--- src/common/rob_defs.svh ---
`ifndef ROB_DEFS_SVH
`define ROB_DEFS_SVH

// ==========================================================================
// ROB sizing
// ==========================================================================

// Number of entries in the reorder buffer
`define ROB_ENTRIES 16

// Entries per dispatch group and per retire group
`define GROUP_SIZE 4

// Width of the instruction tag carried in each entry
`define TAG_BITS 8

`endif

--- src/common/rob_pkg.sv ---
`include "rob_defs.svh"

// ==========================================================================
// Shared ROB types
// ==========================================================================

package rob_pkg;

	// Position inside the ROB, wraps naturally at ROB_ENTRIES
	typedef logic [$clog2(`ROB_ENTRIES)-1:0] rob_ndx_t;

	// What dispatch hands over for one instruction
	// The hwi flag marks an instruction that carries a hardware interrupt
	typedef struct packed {
		logic [`TAG_BITS-1:0] tag;
		logic                 hwi;
	} rob_op_t;

	// One ROB slot
	// Valid is set at allocation and cleared at retirement or when a stomp
	// pulls the tail back over the slot
	// Done comes from execution, stomped from a branch miss
	typedef struct packed {
		rob_op_t op;
		logic    valid;
		logic    done;
		logic    stomped;
	} rob_entry_t;

	// A full dispatch group, slot 0 is the oldest instruction
	typedef rob_op_t [`GROUP_SIZE-1:0] rob_group_t;

endpackage

--- src/common/rob_alloc_if.sv ---
`timescale 1ns/10ps

// Dispatch group handoff between the producer and the ROB storage
interface rob_alloc_if;
	import rob_pkg::*;

	// One cycle strobe, there is no handshake back
	logic       alloc;
	rob_group_t ops;

	// Current tail and the full warning as seen by the producer
	rob_ndx_t   tail;
	logic       full;

	modport producer (
		output alloc,
		output ops,
		input  tail,
		input  full
	);

	modport buffer (
		input  alloc,
		input  ops,
		output tail,
		output full
	);

endinterface

--- src/design/commit_retire.sv ---
`timescale 1ns/10ps
`include "rob_defs.svh"

// ==========================================================================
// Retirement of the head group
// ==========================================================================

module commit_retire (
	input  logic                                  clk,
	input  logic                                  rst_n,
	input  rob_pkg::rob_entry_t [`GROUP_SIZE-1:0] head_group,
	input  logic                                  release_strobe,
	output logic                                  retire_strobe,
	output logic [`GROUP_SIZE-1:0]                retire_mask,
	output logic [`GROUP_SIZE*`TAG_BITS-1:0]      retire_tags
);

	// Strobe lasts one cycle per released group
	always_ff @(posedge clk) begin
		if (!rst_n)
			retire_strobe <= 1'b0;
		else
			retire_strobe <= release_strobe;
	end

	// Only entries that were not stomped really retire
	// Tag of slot 0 sits in the lowest byte of retire_tags
	always_ff @(posedge clk) begin
		if (release_strobe) begin
			for (int i = 0; i < `GROUP_SIZE; i++) begin
				retire_mask[i] <= !head_group[i].stomped;
				retire_tags[i*`TAG_BITS +: `TAG_BITS] <= head_group[i].op.tag;
			end
		end
	end

endmodule

--- src/design/dispatch_alloc.sv ---
`timescale 1ns/10ps

// ==========================================================================
// Dispatch side of the ROB
// ==========================================================================

module dispatch_alloc (
	input  logic                clk,
	input  logic                rst_n,
	input  logic                disp_strobe,
	input  rob_pkg::rob_group_t disp_ops,
	rob_alloc_if.producer       alloc_bus,
	output logic                full
);
	import rob_pkg::*;

	logic       accept;
	logic       stage_valid;
	rob_group_t stage_ops;

	// Nothing is queued here and a strobe against a full ROB is gone
	assign accept = disp_strobe && !alloc_bus.full;

	// A single stage holds at most one group in flight
	always_ff @(posedge clk) begin
		if (!rst_n)
			stage_valid <= 1'b0;
		else
			stage_valid <= accept;
	end

	always_ff @(posedge clk) begin
		if (accept)
			stage_ops <= disp_ops;
	end

	assign alloc_bus.alloc = stage_valid;
	assign alloc_bus.ops = stage_ops;

	assign full = alloc_bus.full;

endmodule

--- src/design/rob_top.sv ---
`timescale 1ns/10ps
`include "rob_defs.svh"

// ==========================================================================
// ROB slice top level
// ==========================================================================

module rob_top (
	input  logic                             clk,
	input  logic                             rst_n,
	input  logic                             disp_strobe,
	input  rob_pkg::rob_group_t              disp_ops,
	input  logic                             done_strobe,
	input  rob_pkg::rob_ndx_t                done_ndx,
	input  logic                             stomp_strobe,
	input  rob_pkg::rob_ndx_t                stomp_ndx,
	output logic                             full,
	output logic                             retire_strobe,
	output logic [`GROUP_SIZE-1:0]           retire_mask,
	output logic [`GROUP_SIZE*`TAG_BITS-1:0] retire_tags,
	output rob_pkg::rob_ndx_t                tail
);
	import rob_pkg::*;

	rob_alloc_if alloc_bus ();

	rob_entry_t [`GROUP_SIZE-1:0] head_group;
	logic                         release_strobe;

	// Producer stage in front of the buffer
	dispatch_alloc dispatch_inst (
		.clk         (clk),
		.rst_n       (rst_n),
		.disp_strobe (disp_strobe),
		.disp_ops    (disp_ops),
		.alloc_bus   (alloc_bus),
		.full        (full)
	);

	rob_buffer buffer_inst (
		.clk            (clk),
		.rst_n          (rst_n),
		.alloc_bus      (alloc_bus),
		.done_strobe    (done_strobe),
		.done_ndx       (done_ndx),
		.stomp_strobe   (stomp_strobe),
		.stomp_ndx      (stomp_ndx),
		.head_group     (head_group),
		.release_strobe (release_strobe)
	);

	commit_retire retire_inst (
		.clk            (clk),
		.rst_n          (rst_n),
		.head_group     (head_group),
		.release_strobe (release_strobe),
		.retire_strobe  (retire_strobe),
		.retire_mask    (retire_mask),
		.retire_tags    (retire_tags)
	);

	// Tail as the producer sees it
	assign tail = alloc_bus.tail;

endmodule

--- src/rob/rob_buffer.sv ---
`timescale 1ns/10ps
`include "rob_defs.svh"

// ==========================================================================
// ROB storage with head and tail pointers
// ==========================================================================

module rob_buffer (
	input  logic                                  clk,
	input  logic                                  rst_n,
	rob_alloc_if.buffer                           alloc_bus,
	input  logic                                  done_strobe,
	input  rob_pkg::rob_ndx_t                     done_ndx,
	input  logic                                  stomp_strobe,
	input  rob_pkg::rob_ndx_t                     stomp_ndx,
	output rob_pkg::rob_entry_t [`GROUP_SIZE-1:0] head_group,
	output logic                                  release_strobe
);
	import rob_pkg::*;

	localparam int GROUPS = `ROB_ENTRIES / `GROUP_SIZE;
	localparam int CNT_BITS = $clog2(GROUPS) + 1;

	rob_entry_t [`ROB_ENTRIES-1:0] rob;
	rob_ndx_t                      head;
	rob_ndx_t                      tail;
	// Groups currently allocated, zero up to GROUPS
	logic [CNT_BITS-1:0]           grp_count;
	logic                          room;
	logic                          full;
	logic                          do_alloc;
	logic [`ROB_ENTRIES-1:0]       stomp_mask;
	rob_ndx_t                      stail;
	// Slots between the new tail and the old one, dropped by a stomp
	rob_ndx_t                      trim_span;
	logic [CNT_BITS-1:0]           trim_groups;

	// ======================================================================
	// Occupancy
	// ======================================================================

	assign room = grp_count < CNT_BITS'(GROUPS);

	// Full also counts the group waiting in the producer stage, so the
	// outside world sees it one edge before the tail actually wraps
	assign full = !room || (grp_count == CNT_BITS'(GROUPS - 1) && alloc_bus.alloc);

	// A stomp in the same cycle kills the incoming group since it is younger
	// than the mispredicted branch
	assign do_alloc = alloc_bus.alloc && room && !stomp_strobe;

	assign alloc_bus.full = full;
	assign alloc_bus.tail = tail;

	// ======================================================================
	// Stomp range and new tail
	// ======================================================================

	// Mark valid entries from stomp_ndx up to the slot before the tail
	// When the ROB is completely full the range wraps all the way round
	always_comb begin
		rob_ndx_t dist_n;
		rob_ndx_t dist_t;
		dist_t = tail - stomp_ndx;
		for (int n = 0; n < `ROB_ENTRIES; n++) begin
			dist_n = rob_ndx_t'(n) - stomp_ndx;
			stomp_mask[n] = stomp_strobe && rob[n].valid &&
				(dist_n < dist_t || (dist_t == '0 && !room));
		end
	end

	rob_stail stail_inst (
		.head0          (head),
		.tail0          (tail),
		.robentry_stomp (stomp_mask),
		.rob            (rob),
		.stail          (stail)
	);

	assign trim_span = tail - stail;
	assign trim_groups = CNT_BITS'(trim_span >> $clog2(`GROUP_SIZE));

	// ======================================================================
	// Head group and release
	// ======================================================================

	// The head is always group aligned, so the head group never wraps
	always_comb begin
		release_strobe = 1'b1;
		for (int i = 0; i < `GROUP_SIZE; i++) begin
			head_group[i] = rob[head + rob_ndx_t'(i)];
			release_strobe &= head_group[i].valid &&
				(head_group[i].done || head_group[i].stomped);
		end
	end

	// ======================================================================
	// Entry and pointer update
	// ======================================================================

	always_ff @(posedge clk) begin
		if (!rst_n) begin
			head <= '0;
			tail <= '0;
			grp_count <= '0;
			for (int n = 0; n < `ROB_ENTRIES; n++) begin
				rob[n].valid <= 1'b0;
				rob[n].done <= 1'b0;
				rob[n].stomped <= 1'b0;
			end
		end else begin
			// New group lands at the tail with fresh status
			if (do_alloc) begin
				for (int i = 0; i < `GROUP_SIZE; i++) begin
					rob[tail + rob_ndx_t'(i)].op <= alloc_bus.ops[i];
					rob[tail + rob_ndx_t'(i)].valid <= 1'b1;
					rob[tail + rob_ndx_t'(i)].done <= 1'b0;
					rob[tail + rob_ndx_t'(i)].stomped <= 1'b0;
				end
				tail <= tail + rob_ndx_t'(`GROUP_SIZE);
			end

			if (done_strobe)
				rob[done_ndx].done <= 1'b1;

			// Stomped slots stay behind the new tail and retire masked out
			// The ones past it are simply given back
			if (stomp_strobe) begin
				for (int n = 0; n < `ROB_ENTRIES; n++) begin
					if (stomp_mask[n])
						rob[n].stomped <= 1'b1;
					if (rob_ndx_t'(rob_ndx_t'(n) - stail) < trim_span)
						rob[n].valid <= 1'b0;
				end
				tail <= stail;
			end

			if (release_strobe) begin
				for (int i = 0; i < `GROUP_SIZE; i++)
					rob[head + rob_ndx_t'(i)].valid <= 1'b0;
				head <= head + rob_ndx_t'(`GROUP_SIZE);
			end

			grp_count <= grp_count + CNT_BITS'(do_alloc) - CNT_BITS'(release_strobe)
				- (stomp_strobe ? trim_groups : '0);
		end
	end

endmodule

--- src/rob/rob_stail.sv ---
`timescale 1ns/10ps
`include "rob_defs.svh"

// ==========================================================================
// Tail position after a branch stomp
// ==========================================================================

module rob_stail (
	input  rob_pkg::rob_ndx_t                     head0,
	input  rob_pkg::rob_ndx_t                     tail0,
	input  logic [`ROB_ENTRIES-1:0]               robentry_stomp,
	input  rob_pkg::rob_entry_t [`ROB_ENTRIES-1:0] rob,
	output rob_pkg::rob_ndx_t                     stail
);
	import rob_pkg::*;

	// Low index bits that select a slot inside a group
	localparam rob_ndx_t GROUP_MASK = rob_ndx_t'(`GROUP_SIZE - 1);

	logic     hwi_pending;
	logic     found;
	rob_ndx_t pos;
	rob_ndx_t prev;

	// An interrupt anywhere in flight pins the tail where it is
	always_comb begin
		hwi_pending = 1'b0;
		for (int n = 0; n < `ROB_ENTRIES; n++) begin
			if (rob[n].valid && rob[n].op.hwi)
				hwi_pending = 1'b1;
		end
	end

	// Walk the ring from the oldest entry and stop at the first slot where
	// the stomp mask turns on
	// That slot's group boundary (rounded up) becomes the new tail
	always_comb begin
		found = 1'b0;
		stail = tail0;
		pos = head0;
		prev = head0;
		for (int i = 0; i < `ROB_ENTRIES; i++) begin
			pos = head0 + rob_ndx_t'(i);
			prev = pos - 1'b1;
			if (!hwi_pending && !found && robentry_stomp[pos] && !robentry_stomp[prev]) begin
				stail = (pos + GROUP_MASK) & ~GROUP_MASK;
				found = 1'b1;
			end
		end
	end

endmodule

--- config.mk ---
export PLATFORM = sky130hd
export DESIGN_NAME = rob_top
export DESIGN_NICKNAME = d
export VERILOG_FILES = /design/src/common/rob_pkg.sv /design/src/common/rob_alloc_if.sv /design/src/design/commit_retire.sv /design/src/design/dispatch_alloc.sv /design/src/design/rob_top.sv /design/src/rob/rob_buffer.sv /design/src/rob/rob_stail.sv
export VERILOG_INCLUDE_DIRS = /design/src /design/src/common
export SDC_FILE = /design/constraint.sdc
export NUM_CORES = 1
export LEC_CHECK = 0
export ABC_AREA = 1
export BUFFER_PORTS_ARGS = -buffer_cell sky130_fd_sc_hd__buf_2
export CELL_PAD_IN_SITES_DETAIL_PLACEMENT = 2
export CELL_PAD_IN_SITES_GLOBAL_PLACEMENT = 2
export CORE_MARGIN = 8
export CORE_UTILIZATION = 38
export CTS_CLUSTER_DIAMETER = 150
export DETAILED_ROUTE_END_ITERATION = 16
export GPL_ROUTABILITY_DRIVEN = 1
export GPL_TIMING_DRIVEN = 0
export HOLD_SLACK_MARGIN = 0.1
export PLACE_DENSITY = 0.92
export SYNTH_ARGS = -nofsm -noshare
export SYNTH_HDL_FRONTEND = slang
export SYNTH_SLANG_ARGS = --single-unit
--- constraint.sdc ---
create_clock -name clk -period 7.07 [get_ports clk]
set_clock_uncertainty 0.1 [all_clocks]
set_input_delay 0.3535 -clock clk [delete_from_list [all_inputs] [get_ports clk]]
set_output_delay 0.3535 -clock clk [all_outputs]
set_load 0.005 [all_outputs]
==> results.cfg, run 1 <==
[final_layout]
finalNetCount = 2403
drive_gt1_share_pct = 11.02
final_common_cell = nand2_1
mostFrequentLayoutCells = 374 x nand2_1, 290 x nor2_1, 216 x edfxtp_1
areaGrowthSynthToFinish_pct = 17.21

[routing]
drcViolationCount = 0
dr.pass1.iters = 6
num_vias = 18440
wire_per_inst_um = 30.27
viasPerCell = 6.342
first_iter_violations = 2072
ant_nets = 0
routed_wl_mm = 87.99

[power]
power-per-cell-area_mw_per_mm2 = 257.1
max-vdd-ir-drop_mv = 0.2184
power_mw = 5.186
p_leak_nw = 8.159

[outcome]
violations = capacitance limit, slew limit
status = finished, violations left

[clock_network]
clk_pin_slew_ns = 0.07
cts_buffer_depth = 3
cts_buffers = 31
cts_tree = done
cts.htree.levels = 1
cts_sinks = 275
cts_root_buf = clkbuf_16
clk_latency_ns = 0.60

[worst_setup_path]
path_delay_family = buffers and inverters
worst_ep_required_time_ns = 7.42
critical_path_buf_inv_count = 10
regToRegSetupSlack_ns = 0.27
crit_top_cell = nand2_1
cpPeakStageDelay_ns = 0.46
cp-start-kind = flop
crit_type = reg -> reg
cpMaxStageDelayCell = fa_1
cp_max_fo = 20
end_kind = flop
cp.arrival_ns = 7.15

[placement]
port_buffers = 89
gp_congestion = 0.9845
hpwl_mm = 66.79
pre_cts_slack_ns = -1.707

[grt]
grt_pass1_vias = 19740
overflow = 0
grt_max_degree = 39
track_usage_pct = 32.21
grt_pass1_wl_mm = 128.8
antenna_found_initial = 11

[synthesis]
synthArstFlopShare_pct = 0
synth-edff-count = 216
avgSynthCellArea_um2 = 8.181
netlist_area_mm2 = 0.01721
syn_inst = 2104
syn_nets = 2227
ys_warn_count = 0
yosys_register_bits = 275
synth_seq_area_share_pct = 44.54
ys_types = 60
synth-main-ff-cell = edfxtp_1

[sta]
fin_tns_setup_ns = 0
fmax_mhz = 147.0
worst_pin_slew_ns = 1.543
final-setup-viol-count = 0
slew-limit-headroom_pct = -3.768
drv_slew = 5
period_share_pct = 96.20
finalCriticalPeriod_ns = 6.802
final.setup.worst_slack_ns = 0.2685
hold_viol = 0

[floorplanning]
die_width_um = 228.8
ios = 91
dieArea_mm2 = 0.05236
core-area_mm2 = 0.04509
rows = 78
fp.dieH_um = 228.8
initial_core_util_pct = 38.18

[min_path]
hold_path_class = in -> reg

[flow_run]
maxCapViolations = 1
per-layer routing:
layer  wire [um]  up-vias  share of wire (%)  track usage [%]
met5          68        -              0.077                0
met4        3455       10                3.9            12.01
met3        9250      253                 11            7.446
met2       39980     1104                 45            51.92
met1       35230     9352                 40            41.73
li1            -     7718                  -                -
cells by family (layout without fill, tap and decap cells):
kind of cell    after synthesis  in the layout  share of synthesized area, %
buf+inv                     339            540                         7.800
flops                       275            275                         44.54
compound gates              566            566                         20.40
fa+ha+maj                    74             74                         5.597
other cells                   1              3                       0.02179
simple gates                830            830                         20.49
xor+xnor                     19             19                         1.141
final cells by class:
class	count	area, um^2
Multi-Input combinational cell	1490	8295
Clock buffer	39	827.0
Sequential cell	275	7672
Inverter	246	935.9
Tap cell	600	750.7
Fill cell	5068	24910
Antenna cell	2	5.005
Timing Repair Buffer	145	989.7
Clock inverter	19	276.5
Buffer	91	422.9
worst register-to-register path, delay by kind of cell, from the launching register on:
family	cells	cell delay [ns]
buffers and inverters	10	2.21
and+or+nand+nor	15	1.61
adders and majority gates	5	1.92
xor gates and xnor gates	2	0.47
DFF	1	0.39
where the power goes:
group	switching (mW)	total, mW	internal [mW]
clock network	0.726	1.81	1.08
logic	1.07	1.49	0.416
registers	0.0573	1.89	1.83
total	1.85	5.19	3.33
through the flow:
stage	instances	instance area (um^2)	hold WS (ns)	utilization [%]
floorplan	2104	17210	0.3374	-
global placement	2793	18410	0.3481	40.83
detailed placement	2797	18480	0.3630	40.99
CTS	2900	20060	0.1073	44.49
global route	2905	20170	0.1414	44.74
finish	2907	20180	0.1108	44.75
synth_stat cells, drive strengths merged (3+ instances only):
master   number  area share, %
ha           69            5.0
a32o          3           0.17
nor2        294            6.5
nand4        12           0.55
o22ai       101            3.7
a22oi        19           0.83
clkinv       24           0.52
o21ai       180            5.3
a221oi       36            1.8
nand2       404            9.4
o211ai       16           0.70
nor3          5           0.20
a211oi        4           0.17
xor2         13           0.79
dfxtp        59            6.9
xnor2         6           0.35
edfxtp      216             38
buf          28           0.99
o221ai       37            1.9
nand3       104            3.4
o21bai       11           0.48
o31ai         5           0.22
clkbuf       65            1.4
a21oi       122            3.6
a31oi         3           0.11
nor4          4           0.15
a22o          5           0.25
o2111ai      17           0.86
fa            5           0.58
o41ai         3           0.15
inv         222            4.9
worst paths after layout:
check | cells past startpoint | end | startpoint
hold reg to reg | 2 | buffer_inst.rob[73]$_SDFF_PN0_ | buffer_inst.rob[73]$_SDFF_PN0_
setup reg to reg | 32 | buffer_inst.grp_count[2]$_SDFF_PN0_ | buffer_inst.head[2]$_SDFFE_PN0P_
setup / recovery | 32 | buffer_inst.grp_count[2]$_SDFF_PN0_ | buffer_inst.head[2]$_SDFFE_PN0P_
hold / removal | 3 | buffer_inst.rob[73]$_SDFF_PN0_ | done_strobe
repair_timing:
| action | CTS | global route |
|---|---|---|
| buffers inserted | 3 | 5 |
| pin swaps | 1 | 3 |
| endpoints found under the setup margin | 19 | 18 |
| gates resized for setup | 11 | 24 |
| hold endpoints to repair | 42 | 0 |
| cloned | 0 | 0 |
| hold buffers | 43 | 0 |
(Power assumes the default switching activity.)
==> run 2: changes to the inputs <==
==> constraint.sdc (replaced) <==
create_clock -name clk -period 6.7 [get_ports clk]
set_clock_uncertainty 0.1 [all_clocks]
set_input_delay 0.335 -clock clk [delete_from_list [all_inputs] [get_ports clk]]
set_output_delay 0.335 -clock clk [all_outputs]
set_load 0.005 [all_outputs]
==> run 2 against run 1 <==
Compared with the run above: the run ends with capacitance limit left; global-route usage down 0.069 points; clock power up 5%; die area unchanged; sequential power up 6%; first-iteration DRC count down 10%; clock-buffer cell count unchanged; critical path type unchanged; largest power group unchanged.
==> results.cfg, run 2 (same netlist as run 1, synthesis figures left out) <==
[grt]
overflow = 0
track_usage_pct = 32.14
use_met2_pct = 51.66
top_usage_layer = met2
grt_use_met3_pct = 7.384
grt_pass1_wl_mm = 128.8
antenna_found_initial = 9
grt_max_degree = 39
grt_pass1_vias = 19730
use_met1_pct = 42.03

[sta]
finalCriticalPeriod_ns = 6.548
fmax_mhz = 152.7
hold_viol = 0
whs_ns = 0.1319
period_share_pct = 97.73
worst_pin_slew_ns = 1.462
final-setup-viol-count = 0
slew-limit-headroom_pct = 1.684
drv_slew = 0
final.setup.worst_slack_ns = 0.1518
fin_tns_setup_ns = 0

[worst_setup_path]
cpPeakStageDelay_ns = 0.44
path_delay_family = buffers and inverters
end_kind = flop
crit_top_cell = nand2_1
cp.arrival_ns = 6.90
crit_type = reg -> reg
worst_ep_required_time_ns = 7.05
critical_path_buf_inv_count = 10
cp_max_fo = 20
cpMaxStageDelayCell = fa_1
cp-start-kind = flop

[final_layout]
fin_util_pct = 44.93
mostFrequentLayoutCells = 369 x nand2_1, 290 x nor2_1, 216 x edfxtp_1
finalNetCount = 2409
design_area_mm2 = 0.02026
final_common_cell = nand2_1
areaGrowthSynthToFinish_pct = 17.69
drive_gt1_share_pct = 11.60

[clock_network]
cts_buffers = 31
cts_buffer_depth = 3
clk_pin_slew_ns = 0.06
clk_latency_ns = 0.60
cts.htree.levels = 1
cts_root_buf = clkbuf_16
cts_tree = done
cts_sinks = 275

[routing]
dr.pass1.iters = 6
viasPerCell = 6.318
wire_per_inst_um = 30.17
ant_nets = 0
first_iter_violations = 1858
num_vias = 18410
routed_wl_mm = 87.89
drcViolationCount = 0

[floorplanning]
initial_core_util_pct = 38.18
fp.dieH_um = 228.8
rows = 78
die_width_um = 228.8
ios = 91
dieArea_mm2 = 0.05236
core-area_mm2 = 0.04509

[flow_run]
maxCapViolations = 1

[placement]
port_buffers = 89
gp_congestion = 0.9845
hpwl_mm = 66.79
pre_cts_slack_ns = -2.077
postPlaceCellArea_mm2 = 0.01848

[outcome]
violations = capacitance limit
status = finished, violations left

[power]
power-per-cell-area_mw_per_mm2 = 270.1
p_leak_nw = 8.183
max-vdd-ir-drop_mv = 0.2333

[min_path]
hold_path_class = in -> reg
==> run 2: cell types whose count changed in the layout (fill, tap and decap cells not counted), sizes merged <==
| cell | previous run | this run |
|---|---|---|
| inv | 223 | 222 |
| dlygate4sd3 | 43 | 44 |
| buf | 130 | 135 |
| clkinv | 31 | 32 |
==> run 2: timing repair <==
| item | CTS | global route |
|---|---|---|
| endpoints found under the hold margin | 43 | 0 |
| resized for setup | 25 | 19 |
| buffers inserted | 4 | 9 |
| hold buffers | 44 | 0 |
| cloned | 0 | 0 |
| pin swaps | 2 | 4 |
| setup endpoints to repair | 20 | 18 |
==> run 2: where the power goes <==
group / leakage [nW] / internal (mW) / switching (mW)
combinational: 5.17 / 0.440 / 1.13
clock: 0.535 / 1.14 / 0.760
sequential: 2.47 / 1.94 / 0.0611
==> run 2: worst reg2reg max path: cells and delay by family (launching register included) <==
family	cells	cell delay [ns]
xor gates and xnor gates	2	0.46
buffers and inverters	10	2.11
DFF	1	0.39
adders and majority gates	5	1.85
and+or+nand+nor	15	1.52
==> run 2: per-stage QoR <==
stage	instances	total power, mW
2_1_floorplan	2104	2.893
3_3_place_gp	2793	3.357
3_5_place_dp	2797	3.460
4_1_cts	2901	5.377
5_1_grt	2911	5.620
6_report	2913	5.472
==> run 2: routing by layer <==
metal,wire length [um],vias to the layer above
met2,39760,1093
met1,35980,9333
met4,3410,6
met5,41,-
met3,8696,252
li1,-,7721
==> run 2: cell type report <==
class / instances / area [um^2]
fillers: 5065 / 24830
multi-input cells: 1490 / 8323
flip-flops and latches: 275 / 7674
repair buffers: 151 / 1037
inverters: 246 / 939.7
clock buffers: 39 / 827.0
well taps: 600 / 750.7
plain buffers: 91 / 424.2
clock inverters: 19 / 276.5
diodes: 2 / 5.005
==> run 2: worst paths after layout <==
kind,from,endpoint,slack [ns],cells past startpoint
max,buffer_inst.head[2]$_SDFFE_PN0P_,buffer_inst.grp_count[2]$_SDFF_PN0_,0.15,32
min,rst_n,buffer_inst.rob[158]$_SDFF_PN0_,0.13,3
max reg2reg,buffer_inst.head[2]$_SDFFE_PN0P_,buffer_inst.grp_count[2]$_SDFF_PN0_,0.15,32
min reg2reg,buffer_inst.rob[73]$_SDFF_PN0_,buffer_inst.rob[73]$_SDFF_PN0_,0.37,2
==> run 3: changes to the inputs <==
--- a/config.mk
+++ b/config.mk
@@ -18,6 +18,7 @@
 export GPL_TIMING_DRIVEN = 0
 export HOLD_SLACK_MARGIN = 0.1
 export PLACE_DENSITY = 0.92
+export RECOVER_POWER = 50
 export SYNTH_ARGS = -nofsm -noshare
 export SYNTH_HDL_FRONTEND = slang
 export SYNTH_SLANG_ARGS = --single-unit
==> run 3 against run 2 <==
Compared with the run above: the flow finishes with violations (capacitance limit, slew limit); die area is the same; wire length shrank 0.11%; design area shrank 0.47%; sequential power is essentially flat; sequential cell count is the same; maximum frequency shrank 0.42%; global-route usage is the same; clock-buffer cell count is the same; worst hold slack lost 0.0084 ns; power shrank 0.13%.
==> results.cfg, run 3 (same netlist as run 1, synthesis figures left out) <==
[min_path]
worstHoldStart = rst_n
hold_path_class = in -> reg
hold_end = buffer_inst.rob[158]$_SDFF_PN0_
whs_path_depth = 3

[worst_setup_path]
cpMaxStageDelayCell = fa_1
cpPeakStageDelay_ns = 0.44
worst-r2r-cell-count = 32
end_kind = flop
timing.rr.start = buffer_inst.head[2]$_SDFFE_PN0P_
worst_ep_required_time_ns = 7.06
crit_type = reg -> reg
cp_max_fo = 20
cp.arrival_ns = 6.93
crit_top_cell = nand2_1
cp-start-kind = flop
worst_r2r_endpoint = buffer_inst.grp_count[2]$_SDFF_PN0_
regToRegSetupSlack_ns = 0.12

[placement]
gp_congestion = 0.9845
hpwl_mm = 66.79
port_buffers = 89
place_inst = 2797

[power]
power-per-cell-area_mw_per_mm2 = 271.1
comb_power_share_pct = 28.6
sw_frac_of_total_pct = 35.64
pwr-share-clk_pct = 34.8
switching_power_mw = 1.948
pwr-share-seq_pct = 36.6
internal_power_mw = 3.517
max-vdd-ir-drop_mv = 0.2334
p_leak_nw = 8.023

[floorplanning]
die_width_um = 228.8
rows = 78
core-area_mm2 = 0.04509
initial_core_util_pct = 38.18
dieArea_mm2 = 0.05236
ios = 91
fp.dieH_um = 228.8

[flow_run]
maxCapViolations = 1

[sta]
worst_pin_slew_ns = 2.843
fmax_mhz = 152.1
drv_slew = 37
period_share_pct = 98.15
slew-limit-headroom_pct = -90.23
hold_viol = 0
whs_ns = 0.1234
finalCriticalPeriod_ns = 6.576
final-setup-viol-count = 0

[grt]
grt_pass1_wl_mm = 128.8
grt_max_degree = 39
antenna_found_initial = 9
track_usage_pct = 32.14
grt_pass1_vias = 19730
overflow = 0

[final_layout]
drive_gt1_share_pct = 9.390
fin_cells = 2914
areaGrowthSynthToFinish_pct = 17.13
mostFrequentLayoutCells = 369 x nand2_1, 291 x nor2_1, 216 x edfxtp_1
fill_cells = 5090
final_common_cell = nand2_1
finalNetCount = 2409

[routing]
routed_wl_mm = 87.79
ant_nets = 0
routed.top_layer = met5
wire_per_inst_um = 30.13
viasPerCell = 6.291
first_iter_violations = 1860
wl_met1_mm = 36.33
drcViolationCount = 0
dr_wl_met2_mm = 39.83
dr.pass1.iters = 6
met3_length_mm = 8.304
num_vias = 18330

[outcome]
status = finished, violations left
violations = capacitance limit, slew limit

[clock_network]
clk_latency_ns = 0.60
cts_tree = done
cts_buffer_depth = 3
cts_sinks = 275
cts.htree.levels = 1
cts_buffers = 31
clk_pin_slew_ns = 0.06
cts_root_buf = clkbuf_16
==> run 3: power groups by stage <==
stage / combinational (mW) / sequential [mW] / clock, mW
after global placement: 1.33 / 2.02 / 0
after floorplan: 0.896 / 2.00 / 0
final: 1.56 / 2.00 / 1.90
after detailed placement: 1.43 / 2.03 / 0
after CTS: 1.49 / 1.99 / 1.89
after global routing: 1.66 / 2.00 / 1.95
==> run 3: stage by stage <==
step           util (%)  instance area [um^2]  power [mW]  worst slack, ns  TNS (ns)
3_5_place_dp      40.99                 18480       3.460           -2.077    -29.65
4_1_cts           44.64                 20130       5.377         0.006033         0
5_1_grt           44.70                 20150       5.617         -0.08190   -0.1454
2_1_floorplan         -                 17210       2.893           0.6722         0
6_report          44.72                 20160       5.465           0.1239         0
3_3_place_gp      40.83                 18410       3.357           -1.766    -23.95
==> run 3: critical path: cells and delay by family, from the launching register on <==
kind                     cells  cell delay, ns
adder cells (fa/ha/maj)      5            1.85
buffers and inverters       10            2.07
AND/OR/NAND/NOR             15            1.54
flip-flops                   1            0.39
XOR/XNOR                     2            0.47
==> run 3: per-layer routing <==
metal / GRT usage [%] / up-vias
met5: 0 / -
met1: 42.03 / 9379
li1: - / 7734
met3: 7.384 / 231
met2: 51.66 / 983
met4: 11.38 / 6
==> run 3: layout make-up <==
class | instances | area [um^2] | share of cell area (%)
diodes | 3 | 7.507 | 0.03723
plain buffers | 91 | 420.4 | 2.085
clock buffers | 39 | 827.0 | 4.102
clock inverters | 19 | 276.5 | 1.371
inverters | 246 | 939.7 | 4.661
multi-input cells | 1490 | 8293 | 41.13
flip-flops and latches | 275 | 7674 | 38.06
well taps | 600 | 750.7 | 3.723
repair buffers | 151 | 973.4 | 4.828
==> run 3: worst max path at each step <==
stage	start	to	cells past startpoint
2_1_floorplan	stomp_ndx[2]	buffer_inst.grp_count[2]$_SDFF_PN0_	36
3_3_place_gp	buffer_inst.head[2]$_SDFFE_PN0P_	buffer_inst.grp_count[2]$_SDFF_PN0_	30
3_5_place_dp	buffer_inst.head[2]$_SDFFE_PN0P_	buffer_inst.grp_count[2]$_SDFF_PN0_	33
4_1_cts	buffer_inst.alloc_bus.tail[0]$_SDFFE_PN0P_	buffer_inst.grp_count[2]$_SDFF_PN0_	38
5_1_grt	buffer_inst.alloc_bus.tail[0]$_SDFFE_PN0P_	buffer_inst.rob[158]$_SDFF_PN0_	36
6_report	buffer_inst.head[2]$_SDFFE_PN0P_	buffer_inst.grp_count[2]$_SDFF_PN0_	32
==> run 3: what timing repair did <==
item,in CTS,in global routing
endpoints found under the setup margin,20,18
pin swaps,2,4
endpoints found under the hold margin,43,0
hold buffers,44,0
gates resized for setup,25,19
buffers inserted,4,9
